$ cat config.mk
export PLATFORM = sky130hd
export DESIGN_NAME = hsdTop
export DESIGN_NICKNAME = d
export VERILOG_FILES = /design/src/source/hsdPkg.sv /design/src/source/gpioRegisterBank.sv /design/src/source/timekeeper.sv /design/src/source/triggerUnit.sv /design/src/source/frontPanel.sv /design/src/source/hsdTop.sv
export SDC_FILE = /design/constraint.sdc
export NUM_CORES = 1
export LEC_CHECK = 0
export BUFFER_PORTS_ARGS = -buffer_cell sky130_fd_sc_hd__buf_4
export CAP_MARGIN = 15
export CELL_PAD_IN_SITES_DETAIL_PLACEMENT = 0
export CELL_PAD_IN_SITES_GLOBAL_PLACEMENT = 1
export CORE_MARGIN = 3
export CORE_UTILIZATION = 40
export DETAILED_ROUTE_END_ITERATION = 7
export PLACE_DENSITY_LB_ADDON = 0.1
export SLEW_MARGIN = 20
export SYNTH_ARGS = -nofsm -noshare
export SYNTH_HDL_FRONTEND = slang
export SYNTH_HIERARCHICAL = 1
export SYNTH_SLANG_ARGS = --single-unit
$ cat constraint.sdc
create_clock -name sysClk -period 2.75 [get_ports sysClk]
set_input_delay 0.4125 -clock sysClk [delete_from_list [all_inputs] [get_ports sysClk]]
set_output_delay 0.4125 -clock sysClk [all_outputs]
set_load 0.005 [all_outputs]
$ cat src/source/hsdPkg.sv
package hsdPkg;

    //////////////////////////////////////////////////////////////////////
    // Register file geometry
    localparam int gpioWordWidth = 32;
    localparam int gpioIdxWidth  = 3;
    localparam int gpioIdxCount  = 5;

    // Register indices
    localparam logic [gpioIdxWidth-1:0] gpioIdxBuildDate    = 3'd0;
    localparam logic [gpioIdxWidth-1:0] gpioIdxMicroseconds = 3'd1;
    localparam logic [gpioIdxWidth-1:0] gpioIdxSoftTrigger  = 3'd2;
    localparam logic [gpioIdxWidth-1:0] gpioIdxInterlockCsr = 3'd3;
    localparam logic [gpioIdxWidth-1:0] gpioIdxUserGpioCsr  = 3'd4;

    // Firmware identification
    localparam logic [gpioWordWidth-1:0] firmwareBuildDate = 32'h2024_0611;

    //////////////////////////////////////////////////////////////////////
    // Timing and widths

    // 100 ns sysClk period
    localparam int clksPerMicrosecond = 10;

    localparam int evrTriggerWidth    = 8;
    localparam int acqTriggerWidth    = 7;
    localparam int softTriggerStretch = 8;
    localparam int ledCount           = 8;
    localparam int dipWidth           = 8;

    //////////////////////////////////////////////////////////////////////
    // Bundles

    // One host request, held stable while hostReq is high
    typedef struct packed {
        logic                     write;
        logic [gpioIdxWidth-1:0]  index;
        logic [gpioWordWidth-1:0] data;
    } hostBusT;

    // Write strobes and their data word
    typedef struct packed {
        logic                     softTrigger;
        logic                     interlockWrite;
        logic [gpioWordWidth-1:0] writeData;
    } regStrobesT;

    // Words read back through the register bank
    typedef struct packed {
        logic [gpioWordWidth-1:0] microseconds;
        logic [gpioWordWidth-1:0] interlockCsr;
        logic [gpioWordWidth-1:0] userGpioCsr;
    } statusWordsT;

endpackage

$ cat src/source/gpioRegisterBank.sv
`timescale 1ns/1ps

module gpioRegisterBank (
    input  logic                             sysClk,
    input  logic                             reset,
    input  logic                             hostReq,
    input  hsdPkg::hostBusT                  hostBus,
    output logic                             hostAck,
    output logic [hsdPkg::gpioWordWidth-1:0] hostReadData,
    output hsdPkg::regStrobesT               strobes,
    input  hsdPkg::statusWordsT              status
);

    typedef enum logic [1:0] {
        stateIdle,
        stateAccept,
        stateHold,
        stateRelease
    } busStateT;

    busStateT                         busState;
    logic                             acceptNow;
    logic [hsdPkg::gpioWordWidth-1:0] readWord;
    logic                             softStrobe;
    logic                             interlockStrobe;
    logic [hsdPkg::gpioWordWidth-1:0] writeDataReg;

    //////////////////////////////////////////////////////////////////////
    // Readback multiplexer
    always_comb begin
        case (hostBus.index)
            hsdPkg::gpioIdxBuildDate:    readWord = hsdPkg::firmwareBuildDate;
            hsdPkg::gpioIdxMicroseconds: readWord = status.microseconds;
            hsdPkg::gpioIdxInterlockCsr: readWord = status.interlockCsr;
            hsdPkg::gpioIdxUserGpioCsr:  readWord = status.userGpioCsr;
            // Soft trigger is write only and unused indices read zero
            default:                     readWord = '0;
        endcase
    end

    //////////////////////////////////////////////////////////////////////
    // Four-phase slave
    assign acceptNow = (busState == stateIdle) && hostReq;

    always_ff @(posedge sysClk) begin
        if (reset) begin
            busState     <= stateIdle;
            hostAck      <= 1'b0;
            hostReadData <= '0;
        end else begin
            case (busState)
                stateIdle: begin
                    if (hostReq) begin
                        hostReadData <= readWord;
                        busState     <= stateAccept;
                    end
                end
                stateAccept: begin
                    hostAck  <= 1'b1;
                    busState <= stateHold;
                end
                stateHold: begin
                    // Wait for the host to drop its request
                    if (!hostReq) begin
                        busState <= stateRelease;
                    end
                end
                default: begin
                    hostAck  <= 1'b0;
                    busState <= stateIdle;
                end
            endcase
        end
    end

    // One-cycle write strobes at acceptance
    always_ff @(posedge sysClk) begin
        if (reset) begin
            softStrobe      <= 1'b0;
            interlockStrobe <= 1'b0;
        end else begin
            softStrobe <= acceptNow && hostBus.write &&
                          (hostBus.index == hsdPkg::gpioIdxSoftTrigger);
            interlockStrobe <= acceptNow && hostBus.write &&
                               (hostBus.index == hsdPkg::gpioIdxInterlockCsr);
        end
    end

    always_ff @(posedge sysClk) begin
        if (acceptNow) begin
            writeDataReg <= hostBus.data;
        end
    end

    assign strobes = '{softTrigger:    softStrobe,
                       interlockWrite: interlockStrobe,
                       writeData:      writeDataReg};

endmodule

$ cat src/source/timekeeper.sv
`timescale 1ns/1ps

module timekeeper (
    input  logic                             sysClk,
    input  logic                             reset,
    output logic [hsdPkg::gpioWordWidth-1:0] microseconds
);

    logic [$clog2(hsdPkg::clksPerMicrosecond)-1:0] prescaler;
    logic                                          microsecondTick;

    //////////////////////////////////////////////////////////////////////
    // Prescaler wraps once per microsecond
    assign microsecondTick =
        (prescaler == $bits(prescaler)'(hsdPkg::clksPerMicrosecond - 1));

    always_ff @(posedge sysClk) begin
        if (reset) begin
            prescaler <= '0;
        end else if (microsecondTick) begin
            prescaler <= '0;
        end else begin
            prescaler <= prescaler + 1'b1;
        end
    end

    //////////////////////////////////////////////////////////////////////
    // Free-running microseconds since reset
    always_ff @(posedge sysClk) begin
        if (reset) begin
            microseconds <= '0;
        end else if (microsecondTick) begin
            microseconds <= microseconds + 1'b1;
        end
    end

endmodule

$ cat src/source/triggerUnit.sv
`timescale 1ns/1ps

module triggerUnit (
    input  logic                               sysClk,
    input  logic                               reset,
    input  hsdPkg::regStrobesT                 strobes,
    input  logic [hsdPkg::evrTriggerWidth-1:0] evrTrigger,
    output logic [hsdPkg::acqTriggerWidth-1:0] acqTriggerStrobes
);

    logic [3:0]                         stretchCount;
    logic                               softTrigger;
    logic [hsdPkg::acqTriggerWidth-1:0] triggerIn;
    logic [hsdPkg::acqTriggerWidth-1:0] triggerMeta;
    logic [hsdPkg::acqTriggerWidth-1:0] triggerSync;
    logic [hsdPkg::acqTriggerWidth-1:0] triggerPrev;

    //////////////////////////////////////////////////////////////////////
    // Software trigger stretcher

    // Reload on every strobe, so a second write restarts the pulse
    always_ff @(posedge sysClk) begin
        if (reset) begin
            stretchCount <= '0;
        end else if (strobes.softTrigger) begin
            stretchCount <= 4'(hsdPkg::softTriggerStretch);
        end else if (stretchCount != '0) begin
            stretchCount <= stretchCount - 1'b1;
        end
    end

    assign softTrigger = (stretchCount != '0);

    //////////////////////////////////////////////////////////////////////
    // Trigger merge, synchronizer and edge detect

    // Event triggers 0 and 1 are heartbeat and PPS, not acquisition triggers
    assign triggerIn = {evrTrigger[hsdPkg::evrTriggerWidth-1:2], softTrigger};

    always_ff @(posedge sysClk) begin
        if (reset) begin
            triggerMeta <= '0;
            triggerSync <= '0;
        end else begin
            triggerMeta <= triggerIn;
            triggerSync <= triggerMeta;
        end
    end

    // Strobe comes out on the third edge after the input is sampled
    always_ff @(posedge sysClk) begin
        if (reset) begin
            triggerPrev       <= '0;
            acqTriggerStrobes <= '0;
        end else begin
            triggerPrev       <= triggerSync;
            acqTriggerStrobes <= triggerSync & ~triggerPrev;
        end
    end

endmodule

$ cat src/source/frontPanel.sv
`timescale 1ns/1ps

module frontPanel (
    input  logic                               sysClk,
    input  logic                               reset,
    input  hsdPkg::regStrobesT                 strobes,
    input  logic [hsdPkg::evrTriggerWidth-1:0] evrTrigger,
    input  logic                               swResetRecovery,
    input  logic                               swDisplay,
    input  logic                               swInterlockReset,
    input  logic [hsdPkg::dipWidth-1:0]        dipSwitch,
    output logic [hsdPkg::ledCount-1:0]        leds,
    output logic [hsdPkg::gpioWordWidth-1:0]   interlockCsr,
    output logic [hsdPkg::gpioWordWidth-1:0]   userGpioCsr
);

    logic [1:0] switchMeta;
    logic [1:0] switchSync;
    logic       resetRecoverySwitch;
    logic       displaySwitch;
    logic       relayControl;
    logic       relayOpen;
    logic       relayClosed;
    logic       evrHeartbeat;
    logic       evrPulsePerSecond;

    //////////////////////////////////////////////////////////////////////
    // Mode switches
    always_ff @(posedge sysClk) begin
        switchMeta <= {swResetRecovery, swDisplay};
        switchSync <= switchMeta;
    end

    assign resetRecoverySwitch = switchSync[1];
    assign displaySwitch       = switchSync[0];

    //////////////////////////////////////////////////////////////////////
    // Interlock relay
    always_ff @(posedge sysClk) begin
        if (reset) begin
            relayControl <= 1'b0;
        end else if (strobes.interlockWrite) begin
            relayControl <= strobes.writeData[0];
        end
    end

    // Without relay sense contacts the relay reads as closed
    assign relayOpen   = 1'b0;
    assign relayClosed = 1'b1;

    assign interlockCsr = {28'b0, relayClosed, relayOpen, 1'b0, swInterlockReset};

    //////////////////////////////////////////////////////////////////////
    // LEDs
    assign evrHeartbeat      = evrTrigger[0];
    assign evrPulsePerSecond = evrTrigger[1];

    assign leds = {swInterlockReset,
                   relayOpen,
                   relayClosed,
                   relayControl,
                   2'b00,
                   evrPulsePerSecond,
                   evrHeartbeat};

    // User status word with the DIP switches in the low byte
    assign userGpioCsr = {resetRecoverySwitch,
                          displaySwitch,
                          6'b0,
                          evrTrigger,
                          8'b0,
                          dipSwitch};

endmodule

$ cat src/source/hsdTop.sv
`timescale 1ns/1ps

module hsdTop (
    input  logic                               sysClk,
    input  logic                               reset,
    input  logic                               hostReq,
    input  hsdPkg::hostBusT                    hostBus,
    output logic                               hostAck,
    output logic [hsdPkg::gpioWordWidth-1:0]   hostReadData,
    input  logic [hsdPkg::evrTriggerWidth-1:0] evrTrigger,
    input  logic                               swResetRecovery,
    input  logic                               swDisplay,
    input  logic                               swInterlockReset,
    input  logic [hsdPkg::dipWidth-1:0]        dipSwitch,
    output logic [hsdPkg::ledCount-1:0]        leds,
    output logic [hsdPkg::acqTriggerWidth-1:0] acqTriggerStrobes
);

    hsdPkg::regStrobesT  strobes;
    hsdPkg::statusWordsT status;

    //////////////////////////////////////////////////////////////////////
    // Host register file
    gpioRegisterBank gpioRegisterBank (
        .sysClk       (sysClk),
        .reset        (reset),
        .hostReq      (hostReq),
        .hostBus      (hostBus),
        .hostAck      (hostAck),
        .hostReadData (hostReadData),
        .strobes      (strobes),
        .status       (status)
    );

    //////////////////////////////////////////////////////////////////////
    // Timekeeping
    timekeeper timekeeper (
        .sysClk       (sysClk),
        .reset        (reset),
        .microseconds (status.microseconds)
    );

    //////////////////////////////////////////////////////////////////////
    // Acquisition triggers
    triggerUnit triggerUnit (
        .sysClk            (sysClk),
        .reset             (reset),
        .strobes           (strobes),
        .evrTrigger        (evrTrigger),
        .acqTriggerStrobes (acqTriggerStrobes)
    );

    //////////////////////////////////////////////////////////////////////
    // Switches, interlock and LEDs
    frontPanel frontPanel (
        .sysClk           (sysClk),
        .reset            (reset),
        .strobes          (strobes),
        .evrTrigger       (evrTrigger),
        .swResetRecovery  (swResetRecovery),
        .swDisplay        (swDisplay),
        .swInterlockReset (swInterlockReset),
        .dipSwitch        (dipSwitch),
        .leds             (leds),
        .interlockCsr     (status.interlockCsr),
        .userGpioCsr      (status.userGpioCsr)
    );

endmodule

==> results.yml, run 1 <==
run_status:
  outcome: "complete, no violations"
hold_path:
  hp-class: "in -> reg"
  holdCritStartpoint: "swResetRecovery"
logic_synthesis:
  synthCells: 578
  synth_area_per_cell_um2: 9.211
  yosysWarnings: 6
  syn_area_um2: 5324
setup_path:
  cp.required_ns: 3.03
  path_class: "reg -> reg"
  cp_max_fo: 10
  crit_path_start_kind: "flip-flop"
  cp.arrival_ns: 2.51
  critPathCaptureType: "flip-flop"
  rr_startpoint: "timekeeper/prescaler[0]"
  startpoint: "timekeeper/prescaler[0]"
sta:
  finClkSkew_ns: 0.007823
  worstMarginPinSlew_ns: 0.5657
  rsz0062_at_grt: "false"
  slew_violations: 0
  slew_headroom_pct: 62.29
  hold_slack_ns: 0.1606
  fin_crit_ns: 2.229
  setup_tns_ns: 0
  fin_crit_sh_pct: 81.06
  setup_violations: 0
  hold_violations: 0
  timing.fmax_mhz: 448.6
floorplanning:
  die_h_um: 121.4
  core_um2: 12820
  start_util_pct: 41.51
  ios: 106
  dieWidth_um: 121.4
  placementRows: 41
  die_area_um2: 14730
power:
  p_sw_uw: 948.6
  fin_total_pwr_uw: 3565
  switching_share_pct: 26.61
  combPwrFrac_pct: 13.7
  p_int_uw: 2616
  leakage_uw: 0.002258
  power.share.sequential_pct: 48.7
  cellPowerDensity_nw_per_um2: 601.0
  ir_worst_vdd_v: 0.0002439
  power_frac_clock_pct: 37.6
finish:
  fillCellCount: 1309
  num_antenna_cells: 0
  final_layout_size_suffix_gt1_share_pct: 21.39
  seq_area_um2: 2232
  multi_input_area_um2: 2552
  syn_to_final_growth_pct: 11.42
  final_nets: 679
global_route:
  antenna_found_initial: 0
  grt_usage_pct: 15.96
  grt_pass1_vias: 3871
  grt_max_degree: 54
  grt_pass1_wl_um: 18960
  grt_overflow: 0
routing:
  drc: 0
  vias: 3924
  viasPerCell: 4.973
  drtAntennaViolNets: 0
  firstDrtPassIters: 4
  wl_per_cell_um: 14.13
  drt_wl_total_um: 11150
  drt_iter0_markers: 184
clock_tree:
  cts_setup_buffers: 0
  cts_inserted_buffers: 9
  clkSinkCount: 111
  clk_pin_slew_worst_paths_ns: 0.07
  ctsResizeCount: 0
  clock_latency_ns: 0.35
  cts.path.max_buffers: 2
  cts_tree: "done"
  cts_root_buffer: "clkbuf_16"
  holdBufCountCts: 0
  htree_num_levels: 3
place:
  port_buffers: 70
  dp_hpwl_um: 7522
  gp_congestion: 0.7975
job:
  max_cap_violations: 0
-- worst max-delay path: stages (launching register included) --
cell and delay, ns:
dfxtp_1 0.38, ha_1 0.30, nand3b_4 0.12, or4b_1 0.70, or4_1 0.52, a21oi_1 0.14
-- power by group through the flow --
stage	combinational (uW)	sequential [uW]	clock [uW]
finish	488	1740	1340
global placement	475	1770	0
global route	553	1750	1450
detailed placement	494	1770	0
floorplan	421	1770	0
CTS	495	1740	1390
-- area by class of cell --
cell class / count / share of cell area [%]
inverters: 12 / 0.7593
multi-input cells: 401 / 43.03
clock inverters: 6 / 0.9914
well taps: 172 / 3.628
repair buffers: 77 / 9.745
clock buffers: 10 / 4.219
flip-flops and latches: 111 / 37.63
-- worst paths after layout --
check,endpoint,slack (ns),cells past startpoint
setup / recovery,timekeeper/microseconds[31],0.52,5
hold / removal,frontPanel/switchMeta[1],0.16,1
setup reg to reg,timekeeper/microseconds[31],0.52,5
hold reg to reg,frontPanel/switchSync[1],0.33,0
-- layout by cell type, fill, tap and decap left out, types with 2 or more instances in the layout --
cell / count
a21oi_1: 25
or3_1: 7
nand3_1: 13
nor3_1: 8
and4_1: 5
mux2_2: 27
ha_1: 9
o21ai_1: 23
inv_8: 3
nand2_1: 54
inv_1: 12
mux2i_1: 2
dfxtp_1: 110
o21ai_0: 16
xor2_1: 5
nand4_1: 8
conb_1: 49
nor4_1: 4
a22oi_1: 25
nor2b_2: 2
clkbuf_16: 10
nor3b_4: 2
xnor2_1: 9
nor2_1: 19
and2_1: 2
buf_4: 77
nor2b_1: 28
a32oi_1: 14
and3_1: 2
or4_1: 14
o31ai_1: 14
clkinv_4: 2
-- registers in the layout (all words and copies together) (netlist names) --
name	flops
gpioRegisterBank/hostAck	1
timekeeper/prescaler	4
gpioRegisterBank/busState	2
triggerUnit/triggerSync	7
gpioRegisterBank/softStrobe	1
triggerUnit/stretchCount	4
frontPanel/switchSync	2
gpioRegisterBank/hostReadData	32
triggerUnit/triggerPrev	7
triggerUnit/triggerMeta	7
triggerUnit/acqTriggerStrobes	7
timekeeper/microseconds	32
frontPanel/relayControl	1
frontPanel/switchMeta	2
gpioRegisterBank/interlockStrobe	1
gpioRegisterBank/writeDataReg	1
-- stage by stage --
step	cells	worst slack, ns	cell area (um2)	utilization (%)
2_1_floorplan	625	0.7284	5500	-
3_3_place_gp	773	0.5883	5623	43.84
3_5_place_dp	773	0.5172	5623	43.84
4_1_cts	789	0.4963	5932	46.25
5_1_grt	789	0.3512	5932	46.25
6_report	789	0.5209	5932	46.25
-- metal layers --
layer  share of wire (%)  GRT usage [%]
met2                  47          25.56
met4                0.45          6.793
met3                 5.0          2.984
met5                   0              0
met1                  48          21.05
Power figures use the tool's default switching activity.
==> run 2, diff against run 1 <==
==> constraint.sdc (replaced) <==
create_clock -name sysClk -period 2 [get_ports sysClk]
set_input_delay 0.3 -clock sysClk [delete_from_list [all_inputs] [get_ports sysClk]]
set_output_delay 0.3 -clock sysClk [all_outputs]
set_load 0.005 [all_outputs]
==> run 2 against run 1 <==
Routed wire length grew 6.2%. First-iteration DRC count up 24%. Die area unchanged. Largest cell class unchanged. Cell area increased by 6.2%. Critical endpoint unchanged. Critical path depth is the same. Global-route usage rose by 0.31 points. Highest routed layer unchanged. Largest power group unchanged.
==> results.yml, run 2 (synthesis results as in run 1) <==
run_status:
  outcome: "complete, no violations"
clock_tree:
  cts.path.max_buffers: 2
  cts_inserted_buffers: 9
  htree_num_levels: 3
  clk_pin_slew_worst_paths_ns: 0.08
  cts_root_buffer: "clkbuf_16"
  clock_latency_ns: 0.36
  holdBufCountCts: 0
  cts_tree: "done"
  clkSinkCount: 111
routing:
  viasPerCell: 4.960
  vias: 4107
  drt_iter0_markers: 229
  drt_wl_total_um: 11840
  drtAntennaViolNets: 0
  firstDrtPassIters: 5
  drc: 0
  wl_per_cell_um: 14.29
finish:
  fillCellCount: 1273
  final_nets: 718
  syn_to_final_growth_pct: 18.28
  final_common_cell: "buf_4"
  final_layout_size_suffix_gt1_share_pct: 26.68
  reg_top3: "gpioRegisterBank/hostReadData (32), timekeeper/microseconds (32)"
  fin_util_pct: 49.10
  multi_input_area_um2: 2600
  seq_area_um2: 2235
  num_antenna_cells: 0
  mostFrequentLayoutCells: "buf_4 (111), dfxtp_1 (108), nand2_1 (54)"
floorplanning:
  core_um2: 12820
  dieWidth_um: 121.4
  placementRows: 41
  die_h_um: 121.4
  ios: 106
  start_util_pct: 41.51
  die_area_um2: 14730
sta:
  slew_violations: 0
  fin_crit_ns: 1.941
  setup_violations: 0
  hold_violations: 0
  fin_crit_sh_pct: 97.07
  slew_headroom_pct: 60.74
  timing.final.ws_setup_ns: 0.05852
  finClkSkew_ns: 0.009270
  timing.fmax_mhz: 515.1
  worstMarginPinSlew_ns: 0.5876
setup_path:
  crit_slowest_cell: "or4b_4"
  crit_path_start_kind: "flip-flop"
  reg2reg_depth: 5
  path_cells: "ha_4, nand3b_4, or4b_4, or4_1, a21oi_1"
  cp.required_ns: 2.29
  critPathCaptureType: "flip-flop"
  r2r_end: "timekeeper/microseconds[31]"
  path_class: "reg -> reg"
  cp_max_fo: 7
  slowest_delay_ns: 0.57
  path_buf_inv: 0
  cp.arrival_ns: 2.23
  crit_family: "simple AND/OR/NAND/NOR gates"
  rr_startpoint: "timekeeper/prescaler[0]"
  ff2ff_setup_slack_ns: 0.06
hold_path:
  hold_end: "frontPanel/switchMeta[1]"
  hp-class: "in -> reg"
  hold_depth: 1
  holdCritStartpoint: "swResetRecovery"
global_route:
  use_met3_pct: 2.844
  antenna_found_initial: 0
  grt.busiest_layer: "met2"
  grt_util_met1_pct: 20.73
  grt_overflow: 0
  grt_pass1_vias: 3944
  grt_max_degree: 64
  met2_usage_pct: 27.29
  grt_usage_pct: 16.27
  grt_pass1_wl_um: 19130
place:
  dp_hpwl_um: 7920
  post-place-ws_ns: -0.02883
  port_buffers: 70
  gp_congestion: 0.7729
power:
  leakage_uw: 0.002476
  cellPowerDensity_nw_per_um2: 782.2
  ir_worst_vdd_v: 0.0003668
job:
  max_cap_violations: 0
-- run 2: cell types whose count changed in the layout (fill, tap and decap cells not counted), moves of 2 or more --
cell,before,now
buf_12,0,3
buf_4,77,111
clkinv_8,0,2
dfxtp_1,110,108
dfxtp_2,0,2
or4_4,1,3
-- run 2: cell type report --
type / instances / share of cell area (%)
inverter: 12 / 0.7153
tap: 172 / 3.417
clock buffer: 9 / 3.576
timing repair buffer: 114 / 14.19
multi-input combinational: 403 / 41.29
clock inverter: 7 / 1.331
sequential: 111 / 35.49
-- run 2: worst max path at each step --
stage / slack, ns / from / end / cells after the start
after global routing: -0.0003 / timekeeper/prescaler[1] / timekeeper/microseconds[23] / 7
final: 0.06 / timekeeper/prescaler[0] / timekeeper/microseconds[31] / 5
after CTS: 0.02 / timekeeper/prescaler[1] / timekeeper/microseconds[31] / 6
after floorplan: 0.005 / timekeeper/prescaler[0] / timekeeper/microseconds[31] / 6
after detailed placement: -0.03 / timekeeper/prescaler[1] / timekeeper/microseconds[31] / 6
after global placement: 0.01 / timekeeper/prescaler[1] / timekeeper/microseconds[31] / 6
-- run 2: report_power, final --
| group | internal (uW) | leakage [uW] | switching (uW) |
|---|---|---|---|
| clock network | 901 | 0.000151 | 934 |
| logic | 340 | 0.00142 | 364 |
| registers | 2320 | 0.000905 | 61.8 |
-- run 2: timing repair --
| action | in CTS | in global routing |
|---|---|---|
| hold endpoints to repair | 0 | 0 |
| gates cloned | 0 | 2 |
| endpoints found under the setup margin | 3 | 12 |
| resized for setup | 1 | 6 |
| pin swaps | 0 | 3 |
| buffers inserted | 0 | 1 |
-- run 2: per-stage QoR --
| stage | setup TNS (ns) | hold slack [ns] | std cells | total power, uW | cell area, um2 |
|---|---|---|---|---|---|
| final | 0 | 0.03786 | 828 | 4926 | 6297 |
| after global routing | -0.0003302 | 0.02728 | 828 | 5167 | 6297 |
| after CTS | 0 | 0.02328 | 825 | 4996 | 6246 |
| after detailed placement | -0.04549 | 0.3138 | 809 | 3146 | 5933 |
| after global placement | 0 | 0.3124 | 809 | 3111 | 5933 |
| after floorplan | 0 | 0.3096 | 625 | 3010 | 5503 |
-- run 2: layer usage --
layer  part of all wire, %  up-vias
met2                    47       75
li1                      -     2084
met4                   1.7        0
met5                     0        -
met1                    47     1933
met3                   4.1       15
-- run 2: worst reg2reg max path: cells and delay by family, from the launching register on --
family / cells / cell delay (ns)
compound gates: 1 / 0.15
fa+ha+maj: 1 / 0.19
flops: 1 / 0.39
simple gates: 3 / 1.15
==> run 3, diff against run 2 <==
--- a/config.mk
+++ b/config.mk
@@ -5,12 +5,13 @@
 export SDC_FILE = /design/constraint.sdc
 export NUM_CORES = 1
 export LEC_CHECK = 0
+export ABC_AREA = 1
 export BUFFER_PORTS_ARGS = -buffer_cell sky130_fd_sc_hd__buf_4
 export CAP_MARGIN = 15
 export CELL_PAD_IN_SITES_DETAIL_PLACEMENT = 0
 export CELL_PAD_IN_SITES_GLOBAL_PLACEMENT = 1
 export CORE_MARGIN = 3
-export CORE_UTILIZATION = 40
+export CORE_UTILIZATION = 39
 export DETAILED_ROUTE_END_ITERATION = 7
 export PLACE_DENSITY_LB_ADDON = 0.1
 export SLEW_MARGIN = 20
==> run 3 against run 2 <==
Sequential share of layout area is 1.5 points lower. Critical path depth up 1. Cell area increased by 4.4%. Maximum frequency rose by 17%. Non-clock buffer count decreased by 31. Synthesized area rose by 13%. Clock-buffer cell count did not move. Via count is 22% higher. Routed wire length rose by 19%. Critical path type unchanged.
==> results.yml, run 3 <==
place:
  port_buffers: 70
  post-place-ws_ns: 0.3444
  dp_cells: 1025
  gp_congestion: 0.8738
  dp_hpwl_um: 10350
global_route:
  grt_pass1_vias: 4513
  grt_overflow: 0
  grt_pass1_wl_um: 22820
  met2_usage_pct: 26.58
  antenna_found_initial: 0
  grt_usage_pct: 16.79
  grt.busiest_layer: "met2"
  use_met3_pct: 3.415
  grt_util_met1_pct: 23.21
  grt_max_degree: 67
finish:
  fin_util_pct: 44.23
  final_layout_size_suffix_gt1_share_pct: 17.85
  reg_top3: "gpioRegisterBank/hostReadData (32), timekeeper/microseconds (32)"
  fillCellCount: 1517
  final_nets: 919
  syn_to_final_growth_pct: 8.867
  stdcell_count: 1041
  num_antenna_cells: 0
  mostFrequentLayoutCells: "nand2_1 (154), dfxtp_1 (110), nor2_1 (96)"
  final_common_cell: "nand2_1"
power:
  leakage_uw: 0.002668
  switching_share_pct: 30.50
  p_int_uw: 3640
  power_frac_clock_pct: 33.7
  fin_total_pwr_uw: 5237
  power.share.sequential_pct: 46.9
  p_sw_uw: 1597
  combPwrFrac_pct: 19.4
  ir_worst_vdd_v: 0.0004452
  cellPowerDensity_nw_per_um2: 796.4
clock_tree:
  cts_inserted_buffers: 9
  cts_root_buffer: "clkbuf_16"
  cts.path.max_buffers: 2
  clock_latency_ns: 0.36
  clkSinkCount: 111
  cts_setup_buffers: 0
  htree_num_levels: 3
  cts_tree: "done"
  ctsResizeCount: 0
  holdBufCountCts: 0
  clk_pin_slew_worst_paths_ns: 0.07
setup_path:
  r2r_end: "timekeeper/microseconds[6]"
  crit_path_start_kind: "flip-flop"
  reg2reg_depth: 6
  cp.required_ns: 2.25
  cp.arrival_ns: 1.91
  ff2ff_setup_slack_ns: 0.34
  critPathCaptureType: "flip-flop"
  rr_startpoint: "timekeeper/prescaler[0]"
  path_class: "reg -> reg"
  cp_max_fo: 8
hold_path:
  hp-class: "in -> reg"
  hold_end: "frontPanel/switchMeta[0]"
  holdCritStartpoint: "swDisplay"
  hold_depth: 1
floorplanning:
  placementRows: 44
  ios: 106
  dieWidth_um: 130.4
  start_util_pct: 40.63
  die_h_um: 130.4
  core_um2: 14860
  die_area_um2: 17010
logic_synthesis:
  yosysWarnings: 6
  syn_area_um2: 6040
  synth_area_per_cell_um2: 7.303
  synthCells: 827
sta:
  slew_violations: 0
  rsz0062_at_grt: "false"
  finClkSkew_ns: 0.009217
  worstMarginPinSlew_ns: 0.6207
  fin_crit_ns: 1.663
  fin_crit_sh_pct: 83.13
  hold_violations: 0
  timing.fmax_mhz: 601.4
  slew_headroom_pct: 58.62
  timing.final.ws_setup_ns: 0.3373
  setup_tns_ns: 0
  setup_violations: 0
routing:
  firstDrtPassIters: 4
  vias: 5007
  drtAntennaViolNets: 0
  viasPerCell: 4.810
  drt_wl_total_um: 14060
  wl_per_cell_um: 13.51
  drc: 0
  drt_iter0_markers: 282
job:
  max_cap_violations: 0
run_status:
  outcome: "complete, no violations"
==> run 3: power by group through the flow <==
| stage | Combinational, uW | Sequential, uW | Clock (uW) |
|---|---|---|---|
| 2_1_floorplan | 822 | 2490 | 0 |
| 3_3_place_gp | 986 | 2500 | 0 |
| 3_5_place_dp | 1030 | 2510 | 0 |
| 4_1_cts | 1030 | 2460 | 1830 |
| 5_1_grt | 1150 | 2470 | 1920 |
| 6_report | 1020 | 2450 | 1770 |
==> run 3: layer usage <==
| metal | share of wire, % | vias to the layer above | wire (um) |
|---|---|---|---|
| met4 | 1.3 | 0 | 187 |
| met1 | 49 | 2282 | 6832 |
| met2 | 46 | 67 | 6510 |
| met3 | 3.8 | 14 | 533 |
| met5 | 0 | - | 0 |
| li1 | - | 2644 | - |
==> run 3: metrics by stage <==
stage | area, um2 | hold WS [ns]
final | 6575 | 0.04330
after detailed placement | 6285 | 0.3188
after floorplan | 6216 | 0.3096
after global placement | 6285 | 0.3167
after CTS | 6575 | 0.02842
after global routing | 6575 | 0.02593
==> run 3: layout make-up <==
type | instances | area (um2) | area share (%)
Clock buffer | 9 | 225.2 | 3.425
Clock inverter | 7 | 65.06 | 0.9895
Inverter | 72 | 271.5 | 4.129
Multi-Input combinational cell | 575 | 2878 | 43.77
Sequential cell | 111 | 2232 | 33.95
Tap cell | 184 | 230.2 | 3.501
Timing Repair Buffer | 83 | 673.1 | 10.24
==> run 3: worst max path at each step <==
stage	slack [ns]	endpoint	cells past startpoint	from
after CTS	0.33	timekeeper/microseconds[6]	6	timekeeper/prescaler[0]
final	0.34	timekeeper/microseconds[6]	6	timekeeper/prescaler[0]
after floorplan	0.64	timekeeper/microseconds[30]	9	timekeeper/prescaler[0]
after global routing	0.10	timekeeper/microseconds[8]	6	timekeeper/prescaler[0]
after detailed placement	0.34	timekeeper/microseconds[6]	6	timekeeper/prescaler[0]
after global placement	0.39	timekeeper/microseconds[31]	8	timekeeper/prescaler[0]
==> run 3: worst max-delay path, stage by stage, from the launching register on <==
cell and delay [ns]:
dfxtp_1 0.38, ha_1 0.19, nand3_1 0.25, nor2_1 0.37, nand2_1 0.12, o21ai_0 0.18, a21oi_1 0.06
